[src/logic/lsq_settings.svh]
`ifndef LSQ_SETTINGS_SVH
`define LSQ_SETTINGS_SVH

// Store queue, circular
`define LSQ_SQ_CAPACITY 8
`define LSQ_SQ_LEN 3

// Load buffer, any free slot
`define LSQ_LB_CAPACITY 4
`define LSQ_LB_LEN 2

// Datapath and tag widths
`define LSQ_XLEN 32
`define LSQ_PRF_LEN 6
`define LSQ_ROB_LEN 5

`endif

[src/logic/lsq_pkg.sv]
`include "lsq_settings.svh"

package lsq_pkg;

    // Byte count is 1 << code
    typedef enum logic [1:0] {
        BYTE = 2'd0,
        HALF = 2'd1,
        WORD = 2'd2
    } mem_size_t;

    ////////////////////
    // Resolve packets

    typedef struct packed {
        logic [`LSQ_LB_LEN-1:0]  slot;
        logic [`LSQ_XLEN-1:0]    base;
        logic [`LSQ_XLEN-1:0]    offset;
        mem_size_t               size;
        logic                    is_signed;
        logic [`LSQ_PRF_LEN-1:0] dest_tag;
        logic [`LSQ_ROB_LEN-1:0] rob_tag;
    } lb_resolve_t;

    typedef struct packed {
        logic [`LSQ_SQ_LEN-1:0]  index;
        logic [`LSQ_XLEN-1:0]    base;
        logic [`LSQ_XLEN-1:0]    offset;
        logic [`LSQ_XLEN-1:0]    data;
        mem_size_t               size;
        logic [`LSQ_ROB_LEN-1:0] rob_tag;
    } sq_resolve_t;

    ////////////////////
    // Queue entries, also the cache request payloads

    typedef struct packed {
        logic                    resolved;
        logic [`LSQ_XLEN-1:0]    addr;
        logic [`LSQ_XLEN-1:0]    data;
        mem_size_t               size;
        logic [`LSQ_ROB_LEN-1:0] rob_tag;
    } sq_entry_t;

    typedef struct packed {
        logic [`LSQ_XLEN-1:0]    addr;
        mem_size_t               size;
        logic                    is_signed;
        logic [`LSQ_PRF_LEN-1:0] dest_tag;
        logic [`LSQ_ROB_LEN-1:0] rob_tag;
        // Store tail when the load was allocated
        logic [`LSQ_SQ_LEN-1:0]  age;
    } lb_entry_t;

    // Forwarded load result for the CDB
    typedef struct packed {
        logic [`LSQ_XLEN-1:0]    value;
        logic [`LSQ_PRF_LEN-1:0] dest_tag;
        logic [`LSQ_ROB_LEN-1:0] rob_tag;
    } cdb_result_t;

endpackage

[src/logic/sq_pointer_counter.sv]
`timescale 1ns/100ps
`include "lsq_settings.svh"

module sq_pointer_counter (
    input  logic                   clock,
    input  logic                   reset,
    input  logic                   alloc,
    input  logic                   retire,
    output logic [`LSQ_SQ_LEN-1:0] head,
    output logic [`LSQ_SQ_LEN-1:0] tail,
    output logic [`LSQ_SQ_LEN-1:0] count,
    output logic                   full,
    output logic                   empty
);

    function automatic logic [`LSQ_SQ_LEN-1:0] next_ptr(input logic [`LSQ_SQ_LEN-1:0] ptr);
        return (ptr == `LSQ_SQ_LEN'(`LSQ_SQ_CAPACITY - 1)) ? '0 : ptr + 1'b1;
    endfunction

    always_ff @(posedge clock) begin
        if (reset) begin
            head  <= '0;
            tail  <= '0;
            count <= '0;
        end else begin
            if (alloc) begin
                tail <= next_ptr(tail);
            end
            if (retire) begin
                head <= next_ptr(head);
            end
            // Simultaneous alloc and retire leave the count alone
            if (alloc && !retire) begin
                count <= count + 1'b1;
            end else if (!alloc && retire) begin
                count <= count - 1'b1;
            end
        end
    end

    // One entry kept spare so tail never catches head
    assign full  = (count == `LSQ_SQ_LEN'(`LSQ_SQ_CAPACITY - 1));
    assign empty = (count == '0);

endmodule

[src/logic/store_queue.sv]
`timescale 1ns/100ps
`include "lsq_settings.svh"

module store_queue (
    input  logic                         clock,
    input  logic                         reset,
    input  logic                         sq_alloc,
    input  logic                         sq_resolve_valid,
    input  lsq_pkg::sq_resolve_t         sq_resolve,
    input  logic                         store_retire,
    output lsq_pkg::sq_entry_t           entries [`LSQ_SQ_CAPACITY],
    output logic [`LSQ_SQ_CAPACITY-1:0]  occupied,
    output logic [`LSQ_SQ_LEN-1:0]       head,
    output logic [`LSQ_SQ_LEN-1:0]       tail,
    output logic                         sq_full,
    output logic                         sq_head_resolved
);

    logic [`LSQ_SQ_LEN-1:0] count;
    logic                   empty;

    sq_pointer_counter u_sq_pointer_counter (
        .clock  (clock),
        .reset  (reset),
        .alloc  (sq_alloc),
        .retire (store_retire),
        .head   (head),
        .tail   (tail),
        .count  (count),
        .full   (sq_full),
        .empty  (empty)
    );

    ////////////////////
    // Entry writes

    always_ff @(posedge clock) begin
        if (reset) begin
            for (int i = 0; i < `LSQ_SQ_CAPACITY; i++) begin
                entries[i].resolved <= 1'b0;
            end
        end else begin
            if (sq_alloc) begin
                entries[tail].resolved <= 1'b0;
            end
            // A second resolve of the same entry is dropped
            if (sq_resolve_valid && !entries[sq_resolve.index].resolved) begin
                entries[sq_resolve.index].resolved <= 1'b1;
                entries[sq_resolve.index].addr     <= sq_resolve.base + sq_resolve.offset;
                entries[sq_resolve.index].data     <= sq_resolve.data;
                entries[sq_resolve.index].size     <= sq_resolve.size;
                entries[sq_resolve.index].rob_tag  <= sq_resolve.rob_tag;
            end
            if (store_retire) begin
                entries[head].resolved <= 1'b0;
            end
        end
    end

    // Occupied when within count entries of head
    always_comb begin
        for (int i = 0; i < `LSQ_SQ_CAPACITY; i++) begin
            occupied[i] = ((i - int'(head) + `LSQ_SQ_CAPACITY) % `LSQ_SQ_CAPACITY) < int'(count);
        end
    end

    assign sq_head_resolved = !empty && entries[head].resolved;

endmodule

[config.mk]
export PLATFORM = sky130hd
export DESIGN_NAME = store_queue
export DESIGN_NICKNAME = d
export VERILOG_FILES = /design/src/logic/lsq_pkg.sv /design/src/logic/sq_pointer_counter.sv /design/src/logic/store_queue.sv
export VERILOG_INCLUDE_DIRS = /design/src /design/src/logic
export SDC_FILE = /design/constraint.sdc
export NUM_CORES = 1
export LEC_CHECK = 0
export ABC_AREA = 1
export BUFFER_PORTS_ARGS = -buffer_cell sky130_fd_sc_hd__buf_2
export CAP_MARGIN = 20
export CORE_AREA = 2 2 270 272
export DETAILED_ROUTE_END_ITERATION = 6
export DIE_AREA = 0 0 272 274
export REMOVE_ABC_BUFFERS = 1
export SLEW_MARGIN = 20
export SYNTH_ARGS = -nofsm -noshare
export SYNTH_HDL_FRONTEND = slang
export SYNTH_SLANG_ARGS = --single-unit
[constraint.sdc]
create_clock -name clock -period 5.8 [get_ports clock]
set_clock_uncertainty 0.15 [all_clocks]
set_input_delay 0.87 -clock clock [delete_from_list [all_inputs] [get_ports clock]]
set_output_delay 0.87 -clock clock [all_outputs]
set_load 0.02 [all_outputs]
==> results_dict.tcl, run 1 <==
set metrics [dict create \
    syn_to_final_growth_pct 33.05 \
    die_w_um 272 \
    drive_gt1_frac 0.3906 \
    reg2reg_depth 7 \
    wl_um 62910 \
    wire_per_inst_um 20.59 \
    outcome "complete, no violations" \
    critPathRequiredTime_ps 4780 \
    r2r_slack_ps 3230 \
    grt_use_total 0.1593 \
    fin_setup_tns_ps 0 \
    worst_hold_path.endpoint "entries[215]" \
    rr_startpoint "entries[503]" \
    irDropWorstVdd_uv 321.5 \
    min_period_ps 3627 \
    hold_viol_final 0 \
    period_share 0.6253 \
    synthesis.area_um2 20800 \
    ys_ff_latch 585 \
    synth_area_per_cell_um2 16.39 \
    worst_slack_ps 2173 \
    crit_arrival_ps 2610 \
    clock_latency_ps 590 \
    antenna_found_initial 8 \
    multiInputGateArea_um2 2889 \
    final_core_util 0.3846 \
    slew_violations 0 \
    worstMarginPinSlew_ps 1017 \
    relSlewSlack 0.3194 \
    grt_pass1_vias 13050 \
    vias 13280 \
    dp_hpwl_um 46350 \
    ys_seq_area_frac 0.8362 \
    cp-start-kind "flip-flop" \
    finalSetupViolations 0 \
    final_cell_mix "702 x buf_2, 568 x edfxtp_1, 253 x nand2_1" \
    regArea_um2 17400 \
    rows 99 \
    critPathKind "reg2out" \
    rsz0062_at_grt "no" \
    grt_overflow 0 \
    dieArea_um2 74530 \
    drc_errors 0 \
    hold_path.startpoint "entries[215]" \
    grt_max_degree 72 \
    cts_resized 0 \
    grt_pass1_wl_um 87780 \
    max-cap-violations 0 \
    nets 2212 \
    clkSlewWorstSetupHoldPaths_ps 60 \
    coreArea_um2 71970 \
    cts_sinks 585 \
    crit_path_end_kind "output port" \
    ios 703 \
    yosysWarnings 0 \
    worstPathMaxFanout 14 \
    cts_buffers 58 \
    vias_per_cell 4.348 \
    drt_iter0_markers 1104 \
    mostFrequentLayoutCell "buf_2" \
    cts_buffer_depth 3 \
    hold_depth 2 \
    fillers 6783 \
    leakage_nw 11.34 \
    htreeDepth 2 \
    synth.distinct_cells 27 \
    postCtsSetupRepairBufs 0 \
    hold_class "reg2reg" \
    synth_cells 1269 \
    cts_tree "built" \
    postCtsHoldBufs 0 \
    powerDensity_nw_per_um2 337.0 \
    io_buffers 702 \
    initial_core_util 0.2891 \
    dr.pass1.iters 5 \
    pre_cts_slack_ps 1951 \
    dieHeight_um 274 \
    max_clock_freq_mhz 275.7 \
    cts_root_buffer "clkbuf_16" \
    ant_nets 0 \
    routabilityCongestion 0.8814 \
]
[area by class of cell]
| cell class | count | area share |
|---|---|---|
| sequential | 585 | 0.6285 |
| multi-input combinational | 530 | 0.1044 |
| inverter | 149 | 0.02021 |
| timing repair buffer | 721 | 0.1334 |
| clock buffer | 70 | 0.05560 |
| antenna | 2 | 0.0001808 |
| tap | 959 | 0.04335 |
| clock inverter | 39 | 0.01433 |
[through the flow]
stage               std cells  total power [mW]  hold slack, ps  cell area [um^2]
floorplan                1264             5.318           383.3             20780
global placement         2943             5.662           367.9             25710
detailed placement       2943             5.677           363.7             25710
CTS                      3052             9.418           333.1             27650
global route             3055             9.635           359.3             27680
finish                   3055             9.328           367.6             27680
[layer usage]
layer  routed length [um]  part of all wire  global-route usage
met5                    0                 0                   0
met4                 1617             0.026             0.04988
met3                 4458             0.071             0.03494
met2                32430              0.52              0.2887
met1                24410              0.39              0.1879
[Yosys cell counts (all sizes together)]
cell | instances | area share
o21ai | 24 | 0.0058
nand3 | 42 | 0.010
nor2 | 58 | 0.011
xor2 | 14 | 0.0059
nand4 | 6 | 0.0018
o31ai | 4 | 0.0014
nand2 | 253 | 0.046
inv | 149 | 0.027
a21o | 3 | 0.0011
o21bai | 5 | 0.0018
clkbuf | 1 | 0.00018
nor3 | 12 | 0.0029
o32ai | 1 | 0.00042
dfxtp | 17 | 0.016
buf | 4 | 0.0011
or2 | 1 | 0.00030
a21oi | 46 | 0.011
fa | 2 | 0.0019
nor3b | 1 | 0.00036
and2 | 1 | 0.00030
edfxtp | 568 | 0.82
ha | 54 | 0.032
o22ai | 1 | 0.00030
xnor2 | 2 | 0.00084
[how the worst max path moves through the flow]
| stage | depth (start not counted) | to | from |
|---|---|---|---|
| 2_1_floorplan | 7 | flip-flop | sq_resolve[105] |
| 3_3_place_gp | 8 | flip-flop | sq_resolve[103] |
| 3_5_place_dp | 8 | flip-flop | sq_resolve[103] |
| 4_1_cts | 8 | occupied[6] | u_sq_pointer_counter.head[0] |
| 5_1_grt | 8 | occupied[6] | u_sq_pointer_counter.head[0] |
| 6_report | 8 | occupied[6] | u_sq_pointer_counter.head[0] |
[power breakdown]
part	total [mW]	internal (mW)	switching, mW	leakage (nW)
clock	3.75	2.20	1.55	0.930
combinational	0.763	0.201	0.562	5.13
sequential	4.81	4.79	0.0245	5.27
[cell families after synthesis]
family                     synth area share
DFF                                  0.8362
and+or+nand+nor                     0.07259
buffers and inverters               0.02815
AOI/OAI and AO/OA                   0.02189
adders and majority gates           0.03440
xor gates and xnor gates           0.006736
[critical path, stage by stage (launching register included)]
cell and delay (ps):
dfxtp_1 630, inv_1 220, ha_1 380, inv_1 60, ha_1 260, inv_1 30
o21bai_1 180, a21oi_1 90, buf_2 160
No activity file was read; power rests on OpenSTA's default activity.
==> run 2, diff against run 1 <==
--- a/config.mk
+++ b/config.mk
@@ -9,9 +9,9 @@
 export ABC_AREA = 1
 export BUFFER_PORTS_ARGS = -buffer_cell sky130_fd_sc_hd__buf_2
 export CAP_MARGIN = 20
-export CORE_AREA = 2 2 270 272
+export CORE_AREA = 2 2 276 278
 export DETAILED_ROUTE_END_ITERATION = 6
-export DIE_AREA = 0 0 272 274
+export DIE_AREA = 0 0 278 280
 export REMOVE_ABC_BUFFERS = 1
 export SLEW_MARGIN = 20
 export SYNTH_ARGS = -nofsm -noshare
==> constraint.sdc (replaced) <==
create_clock -name clock -period 2.9 [get_ports clock]
set_clock_uncertainty 0.15 [all_clocks]
set_input_delay 0.435 -clock clock [delete_from_list [all_inputs] [get_ports clock]]
set_output_delay 0.435 -clock clock [all_outputs]
set_load 0.02 [all_outputs]
==> results_dict.tcl, run 2 (same netlist as run 1, synthesis figures left out) <==
set metrics [dict create \
    coreArea_um2 75190 \
    die_w_um 278 \
    placed_cells 2978 \
    dieHeight_um 280 \
    regArea_um2 17400 \
    rsz0062_at_grt "yes" \
    powerDensity_nw_per_um2 649.2 \
    ant_nets 0 \
    critPathRequiredTime_ps 2320 \
    fillers 7080 \
    grt_pass1_vias 13530 \
    antenna_found_initial 5 \
    routabilityCongestion 0.8762 \
    vias_per_cell 4.343 \
    dieArea_um2 77840 \
    max_stage_delay_ps 390 \
    crit_top_cell "inv_1" \
    wire_per_inst_um 20.05 \
    slew_violations 0 \
    critPathKind "reg2out" \
    final_cells 3128 \
    io_buffers 702 \
    grt_max_degree 47 \
    final_cell_mix "700 x buf_2, 568 x edfxtp_1, 253 x nand2_1" \
    finalPower_mw 18.35 \
    nets 2267 \
    clkSlewWorstSetupHoldPaths_ps 60 \
    drt_iter0_markers 956 \
    cts_root_buffer "clkbuf_16" \
    max_clock_freq_mhz 359.4 \
    max-cap-violations 0 \
    cts_buffer_depth 3 \
    outcome "complete, no violations" \
    worstMarginPinSlew_ps 634.1 \
    htreeDepth 2 \
    critical_path_buf_inv_count 4 \
    worst_slack_ps 117.5 \
    grt_pass1_wl_um 89000 \
    vias 13590 \
    cts_buffers 58 \
    cp_slowest_cell "dfxtp_2" \
    grt_use_total 0.1531 \
    crit_arrival_ps 2200 \
    drive_gt1_frac 0.3892 \
    relSlewSlack 0.5758 \
    fin_setup_tns_ps 0 \
    worstPathMaxFanout 5 \
    ios 703 \
    finalSetupViolations 0 \
    mostFrequentLayoutCell "buf_2" \
    rows 101 \
    crit_chain "clkinvlp_4 > ha_4 > inv_1 > ha_1 > inv_1 > o21bai_2 > a21oi_1 > buf_4" \
    period_share 0.9595 \
    irDropWorstVdd_uv 486.3 \
    min_period_ps 2782 \
    cp-start-kind "flip-flop" \
    cp_top_family "adder cells" \
    dr.pass1.iters 5 \
    syn_to_final_growth_pct 35.91 \
    initial_core_util 0.2767 \
    hold_class "in2reg" \
    dp_hpwl_um 46100 \
    cts_sinks 585 \
    drc_errors 0 \
    grt_overflow 0 \
    crit_path_end_kind "output port" \
    hold_viol_final 0 \
    clock_latency_ps 600 \
    cts_tree "built" \
    wl_um 62710 \
    final_core_util 0.3760 \
    multiInputGateArea_um2 2909 \
    pre_cts_slack_ps 72.46 \
    leakage_nw 11.57 \
]
## run 2: cell count changes in the layout (fill, tap and decap cells not counted), sizes merged
cell	previous run	this run
dlygate4sd3	0	38
buf	721	738
bufinv	7	3
clkbuf	70	72
clkinv	26	28
clkinvlp	5	3
inv	150	151
## run 2: layout make-up
class,instances,share of cell area
antenna,2,0.0001770
clock buffer,72,0.05319
clock inverter,36,0.01067
inverter,149,0.01991
multi-input combinational,530,0.1029
sequential,585,0.6153
tap,978,0.04328
timing repair buffer,776,0.1545
## run 2: worst paths after layout
check,startpoint,end,slack (ps),cells after the start
worst min register to register,entries[431],entries[431],360,2
worst min-delay path,sq_resolve[9],flip-flop,40,1
worst max-delay path,u_sq_pointer_counter.head[0],occupied[2],120,8
worst max register to register,entries[503],flip-flop,700,6
## run 2: metrics by stage
stage / instance area (um^2) / hold WS [ps]
floorplan: 20780 / 354.1
global placement: 26030 / 345.2
detailed placement: 26030 / 337.7
CTS: 28230 / 7.382
global route: 28270 / 14.54
finish: 28270 / 36.30
## run 2: timing repair
item,in CTS,in global routing
hold buffers,38,0
endpoints found under the hold margin,299,0
gates resized for setup,2,6
setup endpoints to repair,4,4
buffers inserted,0,2
## run 2: power breakdown
group	leakage, nW	switching (mW)	internal (mW)
logic	5.41	1.15	0.504
registers	5.27	0.0428	9.58
clock network	0.878	3.11	3.97
## run 2: per-layer routing
metal / global-route usage / up-vias / routed length (um) / part of all wire
li1: - / 6182 / - / -
met1: 0.1789 / 6654 / 24360 / 0.39
met2: 0.2759 / 612 / 32130 / 0.51
met3: 0.03356 / 131 / 4302 / 0.069
met4: 0.05489 / 6 / 1884 / 0.030
met5: 0 / - / 40 / 0.00064
