[src/logic/lsq_settings.svh]
`ifndef LSQ_SETTINGS_SVH
`define LSQ_SETTINGS_SVH

// Store queue, circular
`define LSQ_SQ_CAPACITY 8
`define LSQ_SQ_LEN 3

// Load buffer, any free slot
`define LSQ_LB_CAPACITY 4
`define LSQ_LB_LEN 2

// Datapath and tag widths
`define LSQ_XLEN 32
`define LSQ_PRF_LEN 6
`define LSQ_ROB_LEN 5

`endif

[src/logic/lsq_pkg.sv]
`include "lsq_settings.svh"

package lsq_pkg;

    // Byte count is 1 << code
    typedef enum logic [1:0] {
        BYTE = 2'd0,
        HALF = 2'd1,
        WORD = 2'd2
    } mem_size_t;

    ////////////////////
    // Resolve packets

    typedef struct packed {
        logic [`LSQ_LB_LEN-1:0]  slot;
        logic [`LSQ_XLEN-1:0]    base;
        logic [`LSQ_XLEN-1:0]    offset;
        mem_size_t               size;
        logic                    is_signed;
        logic [`LSQ_PRF_LEN-1:0] dest_tag;
        logic [`LSQ_ROB_LEN-1:0] rob_tag;
    } lb_resolve_t;

    typedef struct packed {
        logic [`LSQ_SQ_LEN-1:0]  index;
        logic [`LSQ_XLEN-1:0]    base;
        logic [`LSQ_XLEN-1:0]    offset;
        logic [`LSQ_XLEN-1:0]    data;
        mem_size_t               size;
        logic [`LSQ_ROB_LEN-1:0] rob_tag;
    } sq_resolve_t;

    ////////////////////
    // Queue entries, also the cache request payloads

    typedef struct packed {
        logic                    resolved;
        logic [`LSQ_XLEN-1:0]    addr;
        logic [`LSQ_XLEN-1:0]    data;
        mem_size_t               size;
        logic [`LSQ_ROB_LEN-1:0] rob_tag;
    } sq_entry_t;

    typedef struct packed {
        logic [`LSQ_XLEN-1:0]    addr;
        mem_size_t               size;
        logic                    is_signed;
        logic [`LSQ_PRF_LEN-1:0] dest_tag;
        logic [`LSQ_ROB_LEN-1:0] rob_tag;
        // Store tail when the load was allocated
        logic [`LSQ_SQ_LEN-1:0]  age;
    } lb_entry_t;

    // Forwarded load result for the CDB
    typedef struct packed {
        logic [`LSQ_XLEN-1:0]    value;
        logic [`LSQ_PRF_LEN-1:0] dest_tag;
        logic [`LSQ_ROB_LEN-1:0] rob_tag;
    } cdb_result_t;

endpackage

[src/logic/priority_pick.sv]
`timescale 1ns/100ps
`include "lsq_settings.svh"

module priority_pick #(
    parameter int  width     = `LSQ_LB_CAPACITY,
    parameter type payload_t = logic
) (
    input  logic [width-1:0] requests,
    input  payload_t         payloads [width],
    output logic             valid,
    output logic [width-1:0] grant,
    output payload_t         chosen
);

    // Isolate the lowest set request bit
    assign grant = requests & (~requests + 1'b1);
    assign valid = |requests;

    always_comb begin
        chosen = '0;
        for (int i = 0; i < width; i++) begin
            if (grant[i]) begin
                chosen = payloads[i];
            end
        end
    end

endmodule

[src/logic/load_buffer.sv]
`timescale 1ns/100ps
`include "lsq_settings.svh"

module load_buffer (
    input  logic                         clock,
    input  logic                         reset,
    input  logic                         lb_alloc,
    input  logic [`LSQ_SQ_LEN-1:0]       sq_tail,
    input  logic                         lb_resolve_valid,
    input  lsq_pkg::lb_resolve_t         lb_resolve,
    input  logic [`LSQ_LB_CAPACITY-1:0]  issue_req,
    input  logic [`LSQ_LB_CAPACITY-1:0]  forward_req,
    input  lsq_pkg::cdb_result_t         forward_values [`LSQ_LB_CAPACITY],
    output lsq_pkg::lb_entry_t           entries [`LSQ_LB_CAPACITY],
    output logic [`LSQ_LB_CAPACITY-1:0]  resolved,
    output logic                         lb_full,
    output logic [`LSQ_LB_LEN-1:0]       lb_alloc_idx,
    output logic                         load_request_valid,
    output lsq_pkg::lb_entry_t           load_request,
    output logic                         forward_valid,
    output lsq_pkg::cdb_result_t         forward
);

    typedef enum logic [1:0] {
        SLOT_FREE,
        SLOT_WAITING,
        SLOT_RESOLVED
    } slot_state_t;

    slot_state_t                 state [`LSQ_LB_CAPACITY];
    logic [`LSQ_LB_CAPACITY-1:0] issue_grant;
    logic [`LSQ_LB_CAPACITY-1:0] forward_grant;

    // Lowest free slot takes the next allocation
    always_comb begin
        lb_full      = 1'b1;
        lb_alloc_idx = '0;
        for (int i = `LSQ_LB_CAPACITY - 1; i >= 0; i--) begin
            if (state[i] == SLOT_FREE) begin
                lb_full      = 1'b0;
                lb_alloc_idx = `LSQ_LB_LEN'(i);
            end
        end
    end

    ////////////////////
    // Slot state

    always_ff @(posedge clock) begin
        if (reset) begin
            for (int i = 0; i < `LSQ_LB_CAPACITY; i++) begin
                state[i] <= SLOT_FREE;
            end
        end else begin
            for (int i = 0; i < `LSQ_LB_CAPACITY; i++) begin
                if (lb_alloc && !lb_full && lb_alloc_idx == `LSQ_LB_LEN'(i)) begin
                    state[i] <= SLOT_WAITING;
                end else if (lb_resolve_valid && lb_resolve.slot == `LSQ_LB_LEN'(i)
                             && state[i] == SLOT_WAITING) begin
                    state[i] <= SLOT_RESOLVED;
                end else if (issue_grant[i] || forward_grant[i]) begin
                    state[i] <= SLOT_FREE;
                end
            end
        end
    end

    // Payload fields
    always_ff @(posedge clock) begin
        if (lb_alloc && !lb_full) begin
            entries[lb_alloc_idx].age <= sq_tail;
        end
        if (lb_resolve_valid && state[lb_resolve.slot] == SLOT_WAITING) begin
            entries[lb_resolve.slot].addr      <= lb_resolve.base + lb_resolve.offset;
            entries[lb_resolve.slot].size      <= lb_resolve.size;
            entries[lb_resolve.slot].is_signed <= lb_resolve.is_signed;
            entries[lb_resolve.slot].dest_tag  <= lb_resolve.dest_tag;
            entries[lb_resolve.slot].rob_tag   <= lb_resolve.rob_tag;
        end
    end

    always_comb begin
        for (int i = 0; i < `LSQ_LB_CAPACITY; i++) begin
            resolved[i] = (state[i] == SLOT_RESOLVED);
        end
    end

    ////////////////////
    // Issue and forward selection

    priority_pick #(
        .width     (`LSQ_LB_CAPACITY),
        .payload_t (lsq_pkg::lb_entry_t)
    ) u_issue_pick (
        .requests (issue_req),
        .payloads (entries),
        .valid    (load_request_valid),
        .grant    (issue_grant),
        .chosen   (load_request)
    );

    priority_pick #(
        .width     (`LSQ_LB_CAPACITY),
        .payload_t (lsq_pkg::cdb_result_t)
    ) u_forward_pick (
        .requests (forward_req),
        .payloads (forward_values),
        .valid    (forward_valid),
        .grant    (forward_grant),
        .chosen   (forward)
    );

endmodule

[config.mk]
export PLATFORM = sky130hd
export DESIGN_NAME = load_buffer
export DESIGN_NICKNAME = d
export VERILOG_FILES = /design/src/logic/lsq_pkg.sv /design/src/logic/priority_pick.sv /design/src/logic/load_buffer.sv
export VERILOG_INCLUDE_DIRS = /design/src /design/src/logic
export SDC_FILE = /design/constraint.sdc
export NUM_CORES = 1
export LEC_CHECK = 0
export BUFFER_PORTS_ARGS = -buffer_cell sky130_fd_sc_hd__buf_2
export CORE_AREA = 2 2 219 221
export DETAILED_ROUTE_END_ITERATION = 10
export DIE_AREA = 0 0 221 223
export PLACE_DENSITY = 0.57
export SYNTH_ARGS = -nofsm -noshare
export SYNTH_HDL_FRONTEND = slang
export SYNTH_SLANG_ARGS = --single-unit
[constraint.sdc]
create_clock -name clock -period 4.75 [get_ports clock]
set_input_delay 0 -clock clock [delete_from_list [all_inputs] [get_ports clock]]
set_output_delay 0 -clock clock [all_outputs]
set_load 0.05 [all_outputs]
==> flow_summary.ini, run 1 <==
[synth]
synthesis.area_mm2 = 0.0116
ys_seq_area_share_pct = 52.6
async_flop_share_pct = 0
syn_area_per_cell_um2 = 10.7
syn-num-nets = 1386
synth_ff_type = edfxtp_1
synth-seq-cells = 204
synthDistinctLibCells = 64
synth_edf_count = 204
yosys_warnings = 0
netlist_instances = 1087

[final_layout]
fin_nets = 1928
drive_gt1_share_pct = 39.0
area_delta_synth_final_pct = 37.4

[floorplan]
dieHeight_um = 223
die_width_um = 221
core_mm2 = 0.0471
die_area_mm2 = 0.0493
ioPinCount = 564
start_util_pct = 24.7
std_cell_rows = 80

[timing]
final-setup-viol-count = 0
rsz0062_at_grt = false
setup_tns_ns = 0
fin_worst_skew_ns = 0.0193
slew_headroom_pct = 37.3
fin_crit_ns = 2.68
layout_setup_ws_ns = 2.07
worstMarginPinSlew_ns = 0.941
drv_slew = 0
final-hold-violation-count = 0
final.period_utilization_pct = 56.3
max_freq_ghz = 0.374

[setup_path]
arrival_ns = 2.82
crit_path_end_kind = flip-flop
criticalPathCategory = flip-flop to flip-flop
critical_path.max_fanout = 52
path_cells = or3_2 > clkinv_2 > buf_4
cp.required_ns = 4.90
crit_path_top_delay_cell = or3_2
startpoint = state[3][1]
ff2ff_path_depth = 3
slowest_delay_ns = 0.85
r2r-start = state[3][1]
critical_path.startpoint_type = flip-flop

[placed_design]
dp_slack_ns = 1.99
place.gp.congestion = 0.981
place_hpwl_mm = 43.7
portBuffers = 563

[worst_hold_path]
hold_depth = 3
hp-start = lb_resolve[47]
hp-class = input pin to flip-flop

[outcome]
outcome = finished clean

[cts]
post_cts_buffers = 0
cts.path.max_buffers = 3
ctsHoldBuffers = 22
clock-root-buffer = clkbuf_16
cts_max_level = 1
cts_tree = done
cts_buffers = 23
path_clk_slew_ns = 0.06
clkLatencyLatePin_ns = 0.54
ctsResizeCount = 0
cts.sink_count = 204

[global_route]
grt_first_pass_wirelength_mm = 79.6
grt.total_usage_pct = 21.8
overflow = 0
antenna_found_initial = 14
grt_pass1_vias = 11200
grt_max_degree = 68

[routing]
via_per_inst = 5.10
drtIter0Drc = 951
drt-total-wl_mm = 56.7
firstDrtPassIters = 5
drt-wirelength-per-cell_um = 24.9
postRouteAntennaNets = 0
via_count = 11600
drc_errors = 0

[power_and_ir_drop]
ir_drop_mv = 0.231
p_per_area_mw_per_mm2 = 299
p_leak_nw = 7.04

[job]
cap_violations = 0
[area by class of cell]
| type | count | area, um^2 |
|---|---|---|
| inverter | 20 | 80.1 |
| timing repair buffer | 602 | 3170 |
| sequential | 204 | 6130 |
| clock inverter | 13 | 87.6 |
| tap | 615 | 769 |
| multi-input combinational | 778 | 5150 |
| fill | 4841 | 31100 |
| antenna | 12 | 30.0 |
| clock buffer | 29 | 598 |
[final timing paths]
kind | to | slack (ns)
worst min-delay path | entries[165] | 0.03
worst max-delay path | entries[17] | 2.07
worst max register to register | entries[17] | 2.07
worst min register to register | state[3][0] | 0.82
[cell usage in the layout (no fill, tap or decap), types with 8 or more instances in the layout]
| cell type | netlist | routed |
|---|---|---|
| a21oi_1 | 36 | 36 |
| a221o_1 | 92 | 92 |
| a22oi_1 | 92 | 92 |
| and2_1 | 65 | 65 |
| buf_2 | 4 | 562 |
| buf_4 | 0 | 18 |
| clkbuf_16 | 0 | 23 |
| clkinv_2 | 0 | 8 |
| diode_2 | 0 | 12 |
| dlygate4sd3_1 | 0 | 22 |
| edfxtp_1 | 204 | 204 |
| ha_1 | 31 | 31 |
| inv_1 | 20 | 16 |
| nand2_1 | 40 | 40 |
| nand3_1 | 9 | 9 |
| nor2_1 | 196 | 196 |
| nor3_1 | 37 | 37 |
| nor3b_1 | 8 | 8 |
| o211ai_1 | 9 | 9 |
| o21a_1 | 10 | 10 |
| o21ai_0 | 14 | 14 |
| o21ai_1 | 12 | 12 |
| xnor2_1 | 13 | 13 |
[through the flow]
step                      cell area (um^2)  instances  power, mW  util [%]  hold WS, ns
final                                16000       2273       4.79      33.9       0.0320
after global routing                 16000       2270       4.96      33.9       0.0630
after CTS                            16000       2261       4.82      33.9       0.0210
after detailed placement             15100       2197       3.16      32.0        0.227
after floorplan                      11600       1087       2.75         -       0.0989
after global placement               15100       2197       3.16      32.0        0.220
[synthesized netlist by cell type, types with 6 or more instances]
| cell | instances | area (um^2) |
|---|---|---|
| a211oi_1 | 7 | 52.6 |
| o21ai_0 | 14 | 70.1 |
| a22oi_1 | 92 | 691 |
| and2_1 | 65 | 407 |
| nand2_1 | 40 | 150 |
| xnor2_1 | 13 | 114 |
| mux2i_1 | 6 | 60.1 |
| nor3b_1 | 8 | 60.1 |
| nor2_1 | 196 | 736 |
| clkbuf_1 | 78 | 293 |
| inv_1 | 20 | 75.1 |
| nor3_1 | 37 | 185 |
| edfxtp_1 | 204 | 6130 |
| or3_1 | 6 | 37.5 |
| o21a_1 | 10 | 75.1 |
| a221o_1 | 92 | 921 |
| o21ai_1 | 12 | 60.1 |
| a21oi_1 | 36 | 180 |
| o211ai_1 | 9 | 67.6 |
| nand4_1 | 7 | 43.8 |
| nand3_1 | 9 | 45.0 |
| nand2b_1 | 7 | 43.8 |
| nor2b_1 | 7 | 43.8 |
| ha_1 | 31 | 388 |
[power breakdown]
part / switching (mW) / internal [mW]
logic: 0.796 / 0.349
clock network: 0.742 / 0.903
registers: 0.0113 / 1.98
total: 1.55 / 3.24
[sequential cells by signal, summed over array words and instances, names as in the netlist]
name / cells
entries: 196
state: 8
[critical path, delay by kind of cell, from the launching register on]
| family | cells | cell delay [ns] |
|---|---|---|
| DFF | 1 | 0.42 |
| buffers and inverters | 2 | 0.93 |
| and+or+nand+nor | 1 | 0.85 |
[layer usage]
layer,GRT usage [%],routed length [um],vias up
met5,0,0,-
met4,7.27,1690,0
met2,38.2,28200,515
li1,-,-,5312
met3,3.28,3510,70
met1,27.5,23300,5688
[cell families (layout without fill, tap and decap cells)]
family	after synthesis	in the layout	synth area share, %
compound gates	317	317	21.8
mux	7	7	0.612
flops	204	204	52.6
fa+ha+maj	32	32	3.50
xor+xnor	18	18	1.35
buf+inv	105	664	3.50
other cells	0	12	0
simple gates	404	404	16.7
No activity file was read; power rests on OpenSTA's default activity.
==> inputs of run 2 (changes only) <==
- CORE_AREA: 2 2 219 221 -> 2 2 218 220
- DIE_AREA: 0 0 221 223 -> 0 0 220 222
- PLACE_DENSITY: 0.57 -> 0.59
- clock period: 4.75 -> 2.3 ns (I/O delays scaled with it)
==> run 2 against run 1 <==
Effect of this change:
- register-to-register slack worse by 1.7 ns
- non-clock buffer count rose by 85
- die area down 0.90%
- setup slack worse by 2.0 ns
- via count increased by 3.6%
- sequential share of layout area is 2.0 points lower
- clock power increased by 120%
==> flow_summary.ini, run 2 (synthesized netlist as in run 1, its figures left out) <==
[outcome]
outcome = finished clean

[timing]
slew_headroom_pct = 59.4
fin_crit_ns = 2.21
final-setup-viol-count = 0
rsz0062_at_grt = false
worstMarginPinSlew_ns = 0.607
fin_worst_skew_ns = 0.0133
drv_slew = 0
final-hold-violation-count = 0
max_freq_ghz = 0.453
final.period_utilization_pct = 96.0

[floorplan]
core_mm2 = 0.0463
start_util_pct = 25.2
dieHeight_um = 222
die_width_um = 220
die_area_mm2 = 0.0488
std_cell_rows = 79
ioPinCount = 564

[routing]
drt-wirelength-per-cell_um = 23.5
drc_errors = 0
drt-met1-wl_mm = 22.0
postRouteAntennaNets = 0
firstDrtPassIters = 5
route.met2.wl_mm = 26.2
via_per_inst = 5.12
drtIter0Drc = 1055
route.met3.wl_mm = 4.80
drt-total-wl_mm = 55.1
via_count = 12000
dr.max_layer_used = met4

[cts]
cts.path.max_buffers = 3
cts_tree = done
path_clk_slew_ns = 0.05
clock-root-buffer = clkbuf_16
cts_buffers = 24
cts_max_level = 1
cts.sink_count = 204
clkLatencyLatePin_ns = 0.54

[worst_hold_path]
hp-class = input pin to flip-flop

[setup_path]
crit_family = buffers and inverters
critical_path.startpoint_type = input pin
crit_path_top_delay_cell = dlygate4sd3_1
ff2ff_setup_slack_ns = 0.40
cp_num_buf_inv = 4
cp.required_ns = 2.30
slowest_delay_ns = 0.55
criticalPathCategory = input pin to output port
critical_path.max_fanout = 22
arrival_ns = 2.21
path_cells = dlygate4sd3_1 > buf_2 > nor4b_2 > buf_4 > a221o_1 > buf_12
crit_path_end_kind = output port

[global_route]
grt_max_degree = 103
grt_pass1_vias = 11700
grt_first_pass_wirelength_mm = 77.3
grt.total_usage_pct = 21.5
antenna_found_initial = 9
overflow = 0

[final_layout]
reg.largest.list = entries (196), state (8)
largest_reg_flops = 196
final_cell_mix = buf_2, edfxtp_1, nor2_1
fin_nets = 2014
fill_cells = 4659
layout_commonest_cell = buf_2
instances_no_fill = 2345
final_util_pct = 36.5
top_register = entries
area_delta_synth_final_pct = 45.0
drive_gt1_share_pct = 42.2

[power_and_ir_drop]
ir_drop_mv = 0.431
p_leak_nw = 7.53
power_mw = 10.5
p_per_area_mw_per_mm2 = 620

[placed_design]
place.gp.congestion = 1.07
dp.cells = 2275
portBuffers = 563
place_hpwl_mm = 43.5

[job]
cap_violations = 0
[run 2: power by group]
group | leakage (nW) | internal [mW] | switching (mW)
Clock | 0.360 | 2.14 | 1.57
Combinational | 5.07 | 0.948 | 1.69
Sequential | 2.11 | 4.10 | 0.0235
[run 2: repair_timing]
item                                    CTS  global route
hold endpoints to repair                 82             0
endpoints found under the setup margin    0            10
hold buffers                             21             0
resized for setup                         0             3
buffers inserted                          0             0
[run 2: tightest hold or removal path, cell delays in order]
cell,delay [ns]
buf_2,0.08
ha_1,0.22
and2_1,0.14
[run 2: worst paths after layout]
check | from | endpoint | cells past startpoint
worst max-delay path | issue_req[2] | load_request[42] | 6
worst min-delay path | lb_resolve[14] | entries[66] | 3
worst max register to register | state[0][1] | state[0][0] | 3
worst min register to register | state[2][1] | state[2][1] | 2
[run 2: per-stage QoR]
step / worst slack [ns] / hold WS, ns / setup TNS, ns / area [um^2]
CTS: 0.0404 / 0.00861 / 0 / 16900
floorplan: 0.176 / 0.0989 / 0 / 11700
global placement: -0.341 / 0.220 / -8.69 / 15900
detailed placement: -0.400 / 0.227 / -10.21 / 15900
finish: 0.0925 / 0.0208 / 0 / 16900
global route: 0.0166 / 0.0255 / 0 / 16900
[run 2: routing by layer]
layer / vias to the layer above / track usage (%)
met5: - / 0
met4: 0 / 8.72
met3: 86 / 6.12
met2: 560 / 35.6
met1: 5885 / 26.2
li1: 5474 / -
[run 2: cell type report]
type	count	area (um^2)	area share (%)
Inverter	20	76.3	0.452
Clock buffer	26	608	3.60
Tap cell	607	759	4.50
Sequential cell	204	6130	36.3
Timing Repair Buffer	687	4000	23.7
Clock inverter	16	149	0.882
Antenna cell	7	17.5	0.104
Multi-Input combinational cell	778	5150	30.5
